`src/sign_path_cfg.svh`:
```
`ifndef SIGN_PATH_CFG_SVH
`define SIGN_PATH_CFG_SVH

// sign bits per macroblock and the widths that follow from it
`define SP_SIGN_MAX 64
`define SP_POS_W    6
`define SP_CNT_W    7

// fifo depths, powers of two
`define SP_MB_DEPTH 8
`define SP_UW_DEPTH 4

// almost-full levels
`define SP_MB_AFULL 6
// word fifo: three held plus one record in flight still fits
`define SP_UW_AFULL 3

`endif

```
`src/sign_path_pkg.sv`:
```
`include "sign_path_cfg.svh"

package sign_path_pkg;

	// 0 to 64 sign bits
	typedef logic [`SP_CNT_W-1:0] sign_count_t;

	// entry j holds signs[j] and pos[j]
	typedef struct packed {
		logic [`SP_SIGN_MAX-1:0]                signs;
		logic [`SP_SIGN_MAX-1:0][`SP_POS_W-1:0] pos;
		sign_count_t                            count;
	} mb_rec_t;

	typedef struct packed {
		logic                 sign;
		logic [`SP_POS_W-1:0] pos;
		logic                 last;
	} ser_bit_t;

	// bit k of word is the sign at original position k
	typedef struct packed {
		logic [`SP_SIGN_MAX-1:0] word;
		sign_count_t             size;
	} unscr_word_t;

	typedef struct packed {
		logic sign;
		logic last;
	} sign_out_t;

endpackage

```
`src/sync_fifo.sv`:
```
module sync_fifo #(
	parameter int WIDTH = 8,
	parameter int DEPTH = 4,
	parameter int AFULL = 3
) (
	input  logic             clk,
	input  logic             rst_n,
	input  logic [WIDTH-1:0] din,
	input  logic             wr,
	input  logic             rd,
	output logic [WIDTH-1:0] dout,
	output logic             empty,
	output logic             afull
);

	localparam int AW = $clog2(DEPTH);
	localparam int CW = AW + 1;

	logic [WIDTH-1:0] mem [DEPTH];
	logic [AW-1:0]    wr_ptr;
	logic [AW-1:0]    rd_ptr;
	logic [CW-1:0]    fill;

	always_ff @(posedge clk) begin
		if (wr) begin
			mem[wr_ptr] <= din;
		end
	end

	// pointers wrap on their own since depth is a power of two
	always_ff @(posedge clk) begin
		if (!rst_n) begin
			wr_ptr <= '0;
			rd_ptr <= '0;
			fill   <= '0;
		end else begin
			if (wr) begin
				wr_ptr <= wr_ptr + 1'b1;
			end
			if (rd) begin
				rd_ptr <= rd_ptr + 1'b1;
			end
			case ({wr, rd})
				2'b10:   fill <= fill + 1'b1;
				2'b01:   fill <= fill - 1'b1;
				default: fill <= fill;
			endcase
		end
	end

	// show-ahead head entry
	assign dout  = mem[rd_ptr];
	assign empty = (fill == '0);
	assign afull = (fill >= CW'(AFULL));

	// a pop in the same cycle frees the slot
	a_no_overflow: assert property (
		@(posedge clk) disable iff (!rst_n)
		(wr && !rd) |-> (fill != CW'(DEPTH))
	) else $error("sync_fifo: write while full");

	a_no_underflow: assert property (
		@(posedge clk) disable iff (!rst_n)
		rd |-> !empty
	) else $error("sync_fifo: read while empty");

endmodule

```
`src/mb_ser.sv`:
```
`include "sign_path_cfg.svh"

module mb_ser (
	input  logic                     clk,
	input  logic                     rst_n,
	input  sign_path_pkg::mb_rec_t   mb,
	input  logic                     mb_empty,
	input  logic                     uw_afull,
	output logic                     mb_rd,
	output sign_path_pkg::ser_bit_t  ser,
	output logic                     ser_wr
);

	sign_path_pkg::mb_rec_t     rec;
	sign_path_pkg::sign_count_t idx;
	logic                       busy;
	logic [`SP_POS_W-1:0]       sel;
	logic                       at_last;

	// new record only when idle and the word fifo has room
	assign mb_rd = !busy && !mb_empty && !uw_afull;

	always_ff @(posedge clk) begin
		if (mb_rd) begin
			rec <= mb;
		end
	end

	always_ff @(posedge clk) begin
		if (!rst_n) begin
			busy <= 1'b0;
			idx  <= '0;
		end else if (mb_rd) begin
			// count of zero leaves busy low, record is dropped
			busy <= (mb.count != '0);
			idx  <= '0;
		end else if (busy) begin
			busy <= !at_last;
			idx  <= idx + 1'b1;
		end
	end

	// idx stays below 64 while busy
	assign sel     = idx[`SP_POS_W-1:0];
	assign at_last = (idx == rec.count - 1'b1);

	always_comb begin
		ser.sign = rec.signs[sel];
		ser.pos  = rec.pos[sel];
		ser.last = at_last;
	end

	// one bit per cycle, no stall inside a record
	assign ser_wr = busy;

endmodule

```
`src/unscrambler.sv`:
```
`include "sign_path_cfg.svh"

module unscrambler (
	input  logic                       clk,
	input  logic                       rst_n,
	input  sign_path_pkg::ser_bit_t    ser,
	input  logic                       ser_wr,
	output sign_path_pkg::unscr_word_t uw,
	output logic                       uw_wr
);

	localparam int W = `SP_SIGN_MAX;

	logic [W-1:0]               word;
	logic [W-1:0]               word_nxt;
	logic [W-1:0]               mask;
	logic [W-1:0]               mask_nxt;
	sign_path_pkg::sign_count_t cnt;
	logic                       done;

	// current bit placed at its original position
	always_comb begin
		word_nxt          = word;
		word_nxt[ser.pos] = ser.sign;
		mask_nxt          = mask | (W'(1) << ser.pos);
	end

	assign done = ser_wr && ser.last;

	always_ff @(posedge clk) begin
		if (!rst_n) begin
			word  <= '0;
			mask  <= '0;
			cnt   <= '0;
			uw_wr <= 1'b0;
		end else begin
			uw_wr <= done;
			if (done) begin
				word <= '0;
				mask <= '0;
				cnt  <= '0;
			end else if (ser_wr) begin
				word <= word_nxt;
				mask <= mask_nxt;
				cnt  <= cnt + 1'b1;
			end
		end
	end

	// finished word goes out the cycle after last
	always_ff @(posedge clk) begin
		if (done) begin
			uw.word <= word_nxt;
			uw.size <= cnt + 1'b1;
		end
	end

	a_pos_once: assert property (
		@(posedge clk) disable iff (!rst_n)
		ser_wr |-> !mask[ser.pos]
	) else $error("unscrambler: position filled twice in one macroblock");

	// positions of a macroblock cover 0 to size-1 exactly
	a_pos_dense: assert property (
		@(posedge clk) disable iff (!rst_n)
		done |-> (mask_nxt == ~({W{1'b1}} << (cnt + 1'b1)))
	) else $error("unscrambler: positions are not a permutation of 0 to size-1");

endmodule

```
`src/post_unscr_ser.sv`:
```
`include "sign_path_cfg.svh"

module post_unscr_ser (
	input  logic                       clk,
	input  logic                       rst_n,
	input  sign_path_pkg::unscr_word_t uw,
	input  logic                       uw_empty,
	input  logic                       bit_afull,
	output logic                       uw_rd,
	output sign_path_pkg::sign_out_t   sign,
	output logic                       sign_wr
);

	localparam sign_path_pkg::sign_count_t LAST_REM = 1;

	logic                       busy;
	logic [`SP_SIGN_MAX-1:0]    shreg;
	sign_path_pkg::sign_count_t rem;
	logic                       step;

	assign uw_rd = !busy && !uw_empty;
	// hold while downstream is almost full
	assign step  = busy && !bit_afull;

	always_ff @(posedge clk) begin
		if (!rst_n) begin
			busy    <= 1'b0;
			rem     <= '0;
			sign_wr <= 1'b0;
		end else begin
			sign_wr <= step;
			if (uw_rd) begin
				busy <= (uw.size != '0);
				rem  <= uw.size;
			end else if (step) begin
				busy <= (rem != LAST_REM);
				rem  <= rem - 1'b1;
			end
		end
	end

	// lsb first, bit 0 is original position 0
	always_ff @(posedge clk) begin
		if (uw_rd) begin
			shreg <= uw.word;
		end else if (step) begin
			shreg <= shreg >> 1;
		end
		if (step) begin
			sign.sign <= shreg[0];
			sign.last <= (rem == LAST_REM);
		end
	end

endmodule

```
`src/sign_path.sv`:
```
`include "sign_path_cfg.svh"

module sign_path (
	input  logic                     clk,
	input  logic                     rst_n,
	input  sign_path_pkg::mb_rec_t   mb,
	input  logic                     mb_wr,
	output logic                     mb_afull,
	input  logic                     bit_afull,
	output sign_path_pkg::sign_out_t sign,
	output logic                     sign_wr
);

	sign_path_pkg::mb_rec_t      mb_head;
	logic                        mb_empty;
	logic                        mb_rd;

	sign_path_pkg::ser_bit_t     ser;
	logic                        ser_wr;

	sign_path_pkg::unscr_word_t  uw;
	logic                        uw_wr;
	sign_path_pkg::unscr_word_t  uw_head;
	logic                        uw_empty;
	logic                        uw_afull;
	logic                        uw_rd;

	sync_fifo #(
		.WIDTH ($bits(sign_path_pkg::mb_rec_t)),
		.DEPTH (`SP_MB_DEPTH),
		.AFULL (`SP_MB_AFULL)
	) mb_fifo (
		.clk   (clk),
		.rst_n (rst_n),
		.din   (mb),
		.wr    (mb_wr),
		.rd    (mb_rd),
		.dout  (mb_head),
		.empty (mb_empty),
		.afull (mb_afull)
	);

	mb_ser mb_ser_inst (
		.clk      (clk),
		.rst_n    (rst_n),
		.mb       (mb_head),
		.mb_empty (mb_empty),
		.uw_afull (uw_afull),
		.mb_rd    (mb_rd),
		.ser      (ser),
		.ser_wr   (ser_wr)
	);

	unscrambler unscrambler_inst (
		.clk    (clk),
		.rst_n  (rst_n),
		.ser    (ser),
		.ser_wr (ser_wr),
		.uw     (uw),
		.uw_wr  (uw_wr)
	);

	// afull here throttles mb_ser before the word fifo can overflow
	sync_fifo #(
		.WIDTH ($bits(sign_path_pkg::unscr_word_t)),
		.DEPTH (`SP_UW_DEPTH),
		.AFULL (`SP_UW_AFULL)
	) uw_fifo (
		.clk   (clk),
		.rst_n (rst_n),
		.din   (uw),
		.wr    (uw_wr),
		.rd    (uw_rd),
		.dout  (uw_head),
		.empty (uw_empty),
		.afull (uw_afull)
	);

	post_unscr_ser post_unscr_ser_inst (
		.clk       (clk),
		.rst_n     (rst_n),
		.uw        (uw_head),
		.uw_empty  (uw_empty),
		.bit_afull (bit_afull),
		.uw_rd     (uw_rd),
		.sign      (sign),
		.sign_wr   (sign_wr)
	);

endmodule

```
`config.mk`:
```
export PLATFORM = sky130hd
export DESIGN_NAME = sign_path
export DESIGN_NICKNAME = d
export VERILOG_FILES = /design/src/sign_path_pkg.sv /design/src/sync_fifo.sv /design/src/mb_ser.sv /design/src/unscrambler.sv /design/src/post_unscr_ser.sv /design/src/sign_path.sv
export VERILOG_INCLUDE_DIRS = /design/src
export SDC_FILE = /design/constraint.sdc
export NUM_CORES = 2
export LEC_CHECK = 0
export ABC_AREA = 0
export BUFFER_PORTS_ARGS = -buffer_cell sky130_fd_sc_hd__buf_2
export CAP_MARGIN = 10
export CORE_MARGIN = 5
export CORE_UTILIZATION = 62
export DETAILED_ROUTE_END_ITERATION = 10
export HOLD_SLACK_MARGIN = 0.03
export PLACE_DENSITY = 0.8
export SETUP_SLACK_MARGIN = 0.15
export SYNTH_ARGS = -nofsm -noshare
export SYNTH_HDL_FRONTEND = slang
export SYNTH_SLANG_ARGS = --single-unit
```
`constraint.sdc`:
```
create_clock -name clk -period 89 [get_ports clk]
set_input_delay 17.8 -clock clk [delete_from_list [all_inputs] [get_ports clk]]
set_output_delay 17.8 -clock clk [all_outputs]
set_load 0.1 [all_outputs]
```
# Yosys cells after proc, flatten, opt, wreduce, memory -nomap -nowiden
# Memories as Yosys holds them, arrays and structs flattened. A register that Yosys moved wholly into a read port is not among the register bits.
# Cells that the tools add are included.
[op_classes]
n_lt_le_gt_ge = 5
n_eq_ne = 7
n_mul = 0
reduce_logical = 22
addsub = 12
bitwise_logic = 1
shift = 0
div = 0
muxes = 25
[ops]
columns = ["op", "n"]
rows = [
  ["$mux 64", 2],
  ["$bwmux 64", 1],
  ["$bmux 6 s6", 1],
  ["$add 7x1->7 const B", 2],
  ["$lt 6x7->1 const B", 2],
  ["$mux 7", 2],
  ["$reduce_bool 7->1", 2],
  ["$sub 7x1->7 const B", 2],
  ["$mux 1", 10],
  ["$add 3x1->3 const B", 3],
  ["$pmux 4 s2", 1],
  ["$eq 7x1->1 const B", 1],
  ["$eq 7x7->1", 1],
  ["$logic_not 1->1", 7],
  ["$ne 7x1->1 const B", 1],
  ["$bmux 1 s6", 1],
  ["$demux 1 s6", 1],
  ["$ge 6x1->1 const B", 1],
  ["$logic_and 1x1->1", 6],
  ["$mux 3", 2],
  ["$mux 6", 1],
  ["$pmux 3 s2", 1],
  ["$reduce_bool 2->1", 3],
  ["$add 2x1->2 const B", 2],
  ["12 further kinds", 16],
]
[totals]
word_cells = 159
latchBits = 0
ff_bits = 698
n_memories = 2
input_bits = 459
ram_bits = 3924
romBits = 0
out_inout_bits = 4
[memory_table]
columns = ["name", "depth", "width", "read_ports", "rd_ports_with_merged_regs", "wr", "line_no", "text"]
rows = [
  ["mb_fifo.mem", 8, 455, 1, 1, 1, "sync_fifo.sv:19", "logic [WIDTH-1:0] mem [DEPTH];"],
  ["uw_fifo.mem", 4, 71, 1, 1, 1, "sync_fifo.sv:19", ""],
]

# Depth between registers and ports, before layout
[depth]
ltp_word = 7
mapped_depth = 15

# By module
# From an unflattened synthesis, not the netlist that was laid out.
[hier_totals]
hier_cells = 7466
area_unflattened_um2 = 176446.7
[by_module_without_submodules]
columns = ["mod", "cells_each", "area_each_um2", "n_inst"]
rows = [
  ["sync_fifo at mb_fifo", 5328, 137999.9, 1],
  ["mb_ser", 803, 17819.6, 1],
  ["sync_fifo at uw_fifo", 417, 10772.8, 1],
  ["unscrambler", 587, 6576.3, 1],
  ["post_unscr_ser", 331, 3278.1, 1],
]

# Worst setup path before layout
# No wires, ideal clock.
[synth_timing]
path_type = "reg2reg"
from = "reg mb_fifo.fill[1]"
to = "reg mb_fifo.fill[2]"
setup_time_ps = 70
path_buffers = 1
stages_incl_launch_ff = 11
slack_ps = 8673
arrival_ps = 80256
cell_sequence = "dfxtp_1 > clkbuf_1 > nor4_1 > a2111oi_0 > ha_1 > xor2_1 > ha_1 > a21oi_1 > xor2_1 > or3_1 > a21oi_1"
[synth_between]
elab_chain_len = 6
[synth_rtl]
columns = ["element", "line_no", "text"]
rows = [
  ["start, declared", "sync_fifo.sv:22", "logic [CW-1:0] fill;"],
  ["start signal, assigned", "sync_fifo.sv:44", "2'b10: fill <= fill + 1'b1;"],
  ["start signal, assigned", "sync_fifo.sv:45", "2'b01: fill <= fill - 1'b1;"],
  ["start signal, assigned", "sync_fifo.sv:46", "default: fill <= fill;"],
  ["$logic_not 4->1", "sync_fifo.sv:53", "assign empty = (fill == '0);"],
  ["$logic_not 1->1", "mb_ser.sv:21", "assign mb_rd = !busy && !mb_empty && !uw_afull;"],
  ["$logic_and 1x1->1 (2 in series)", "mb_ser.sv:21", ""],
  ["$eq 2x1->1 or $eq 2x2->1 (tied branches)", "sync_fifo.sv:43", "case ({wr, rd})"],
  ["$pmux 4 s2 or $reduce_bool 2->1 (tied branches)", "--", ""],
]
# Parallel ways exist; a longest one is shown, timed or not.
# A chain may end at the register's enable or synchronous reset.

# Worst setup path after layout
[layout_timing]
from = "in mb_wr"
to = "mem mb_fifo.mem[0][351] (netlist bit) (enable)"
[layout_between]
elab_chain_len = 2
[layout_rtl]
columns = ["element", "line_no", "text"]
rows = [
  ["start, declared", "sign_path.sv:7", "input logic mb_wr,"],
  ["$mux 1", "sync_fifo.sv:25", "if (wr) begin"],
  ["$mux 1 (implied by the code)", "sync_fifo.sv:26", "mem[wr_ptr] <= din;"],
  ["end, declared", "sync_fifo.sv:19", ""],
]
# No other way between the ends.

==> out/qor.yml <==
crit_chain: "buf_2, nand2b_1, nor3_2, buf_4, buf_4, buf_4, buf_4, buf_4"
ys_types: 73
insertion_delay_ps: 970
cts_buffers: 435
cts_sinks: 4627
crit_family: "buffers and inverters"
cp_data_required_time_ps: 89510
routed_wirelength_um: 430100
cts_resized: 0
drt-initial-drc-count: 11630
vias: 83110
grt_max_degree: 151
maxSlewHeadroom: 0.1811
die_area_um2: 293200
synthToLayoutAreaGrowth_pct: 12.01
clock_path_buffers: 4
die_w_um: 541.5
synth_edf_count: 4516
route.detailed.drc: 0
drt-pass1-iter-count: 6
hp-class: "flip-flop to flip-flop"
final_cell_mix: "4,516 x edfxtp_1, 1,057 x mux4_2, 523 x mux2_2"
finalMaxSlewViolations: 0
worstSetupStartpointType: "input port"
grt_setup_unrepaired: "no"
p_per_area_nw_per_um2: 28.61
synth_xor_area_frac: 0.002100
antenna_left: 0
grt_pass1_vias: 85170
gp_congestion: 0.7936
antenna_found_initial: 209
syn_inst: 7454
final.setup.tns_ps: 0
worst-path-buf-inv: 6
cts_tree: "built"
pin_count: 463
synth_compound_area_frac: 0.007815
h-tree-depth: 5
synth_top_family_by_area: "multiplexers"
min_path_cells: 0
p_leak_nw: 61.23
post_cts_buffers: 0
critical_path_class: "input port to flip-flop"
cts_hold_buf: 0
ys_ff_latch: 4627
wl_per_cell_um: 34.86
rr_worst_depth: 6
status: "complete, no violations"
cap_violations: 0
crit_arrival_ps: 22260
finalHoldViolCount: 0
ir_drop_mv: 0.03931
syn_area_um2: 175200
fmax_mhz: 45.99
synth_fa_ha_area_frac: 0.001186
path_depth: 8
dp.final_hpwl_um: 219000
worst_slew_pin_slew_ps: 1228
async_flop_share: 0
timing.final.crit_share: 0.2443
setup_viol: 0
finalHoldWorstSlack_ps: 456.4
synthSimpleGateAreaFrac: 0.01457
ys_seq_area_frac: 0.7869
start_util: 0.6216
core_um2: 281800
worst_path_most_repeated_cell: "buf_4"
final_layout_size_suffix_gt1_frac: 0.3383
path_clk_slew_ps: 60
root_buffer: "clkbuf_16"
final_common_cell: "edfxtp_1"
fp-row-count: 195
ys_warn_count: 0
cpPeakStageDelay_ps: 820
worst-path-max-fanout: 52
cp_slowest_cell: "buf_4"
synth_top_flop_cell: "edfxtp_1"
end_kind: "flip-flop"
syn_area_per_cell_um2: 23.50
grt-ovfl-total: 0
fin_nets: 8580
synth_mux_area_frac: 0.1773
port_buffers: 462
vias_per_cell: 6.736
grt_use_total: 0.2936
die_h_um: 541.5
skew_ps: 93.61
min_period_ps: 21750
grt_pass1_wl_um: 620800
synthesis.nets: 7929
synthesized netlist by cell type (all sizes together), types with 3 or more instances:
library cell,instances,area share
a211oi,38,0.0019
a21oi,23,0.00066
a221oi,6,0.00030
a22oi,15,0.00064
a2bb2oi,3,0.00015
a31oi,38,0.0014
a32oi,3,0.00015
and2,14,0.00050
and3,3,0.00011
and4b,5,0.00029
buf,143,0.0043
clkbuf,243,0.0053
dfxtp,111,0.013
edfxtp,4516,0.77
ha,15,0.0011
inv,20,0.00043
mux2,523,0.034
mux2i,49,0.0028
mux4,1090,0.14
nand2,240,0.0051
nand2b,8,0.00029
nand3,49,0.0014
nand3b,23,0.00099
nand4,9,0.00032
nand4b,11,0.00055
nor2,65,0.0014
nor2b,6,0.00021
nor3,33,0.00097
nor4,23,0.0012
o211ai,7,0.00038
o21ai,8,0.00023
o221a,16,0.0010
o22ai,6,0.00021
or2,3,0.00011
or3,14,0.00050
or4,3,0.00013
xnor2,23,0.0012
xor2,19,0.00095
layout make-up:
| class | instances | area [µm²] |
|---|---|---|
| Sequential cell | 4627 | 137900 |
| Fill cell | 15370 | 85610 |
| Multi-Input combinational cell | 2418 | 35650 |
| Clock buffer | 546 | 11550 |
| Tap cell | 3743 | 4683 |
| Timing Repair Buffer | 603 | 3633 |
| Clock inverter | 252 | 2415 |
| Antenna cell | 129 | 322.8 |
| Inverter | 20 | 76.32 |
where the power goes:
part	switching, mW	internal (mW)	total [mW]
Combinational	0.611	0.432	1.04
Sequential	0.0813	2.65	2.73
Clock	0.803	1.04	1.84
Total	1.49	4.12	5.61
path summary, 6_finish.rpt:
check	slack (ps)	from	to
worst max-delay path	67250	mb_wr	mb_fifo.mem[0][351]
worst min-delay path	460	unscrambler_inst.uw[63]	uw_fifo.mem[3][63]
worst max register to register	83170	flip-flop	mb_ser_inst.rec[372]
worst min register to register	460	unscrambler_inst.uw[63]	uw_fifo.mem[3][63]
flip-flops by register name (all words and copies together) (netlist names), 4 cells and up, named ones only:
register	flops
post_unscr_ser_inst.shreg	64
mb_ser_inst.idx	7
unscrambler_inst.cnt	7
mb_fifo.fill	4
uw_fifo.mem	284
post_unscr_ser_inst.rem	7
mb_ser_inst.rec	455
unscrambler_inst.uw	71
unscrambler_inst.word	64
mb_fifo.mem	3640
through the flow:
stage | std cells | utilization | area, µm² | power, mW | setup WS (ps)
2_1_floorplan | 7454 | - | 175200 | 3.947 | 8673
3_3_place_gp | 11410 | 0.6455 | 181900 | 3.752 | 66420
3_5_place_dp | 11410 | 0.6455 | 181900 | 3.782 | 66330
4_1_cts | 12210 | 0.6951 | 195900 | 5.637 | 67310
5_1_grt | 12290 | 0.6957 | 196100 | 5.802 | 67140
6_report | 12340 | 0.6962 | 196200 | 5.612 | 67250
metal layers:
metal  up-vias  wire, µm  part of all wire  GRT usage
met1     43660    149400              0.35     0.3943
met5         -       659            0.0015          0
met4       102     16990             0.039     0.1113
met3       933     44230              0.10    0.06769
li1      33000         -                 -          -
met2      5417    218800              0.51     0.4794
cells by family after synthesis:
group | after synthesis
DFF | 4627
buffers and inverters | 409
muxes | 1662
xor gates and xnor gates | 42
and+or+nand+nor | 519
adders and majority gates | 16
AOI/OAI and AO/OA | 179
Power figures use the tool's default switching activity.
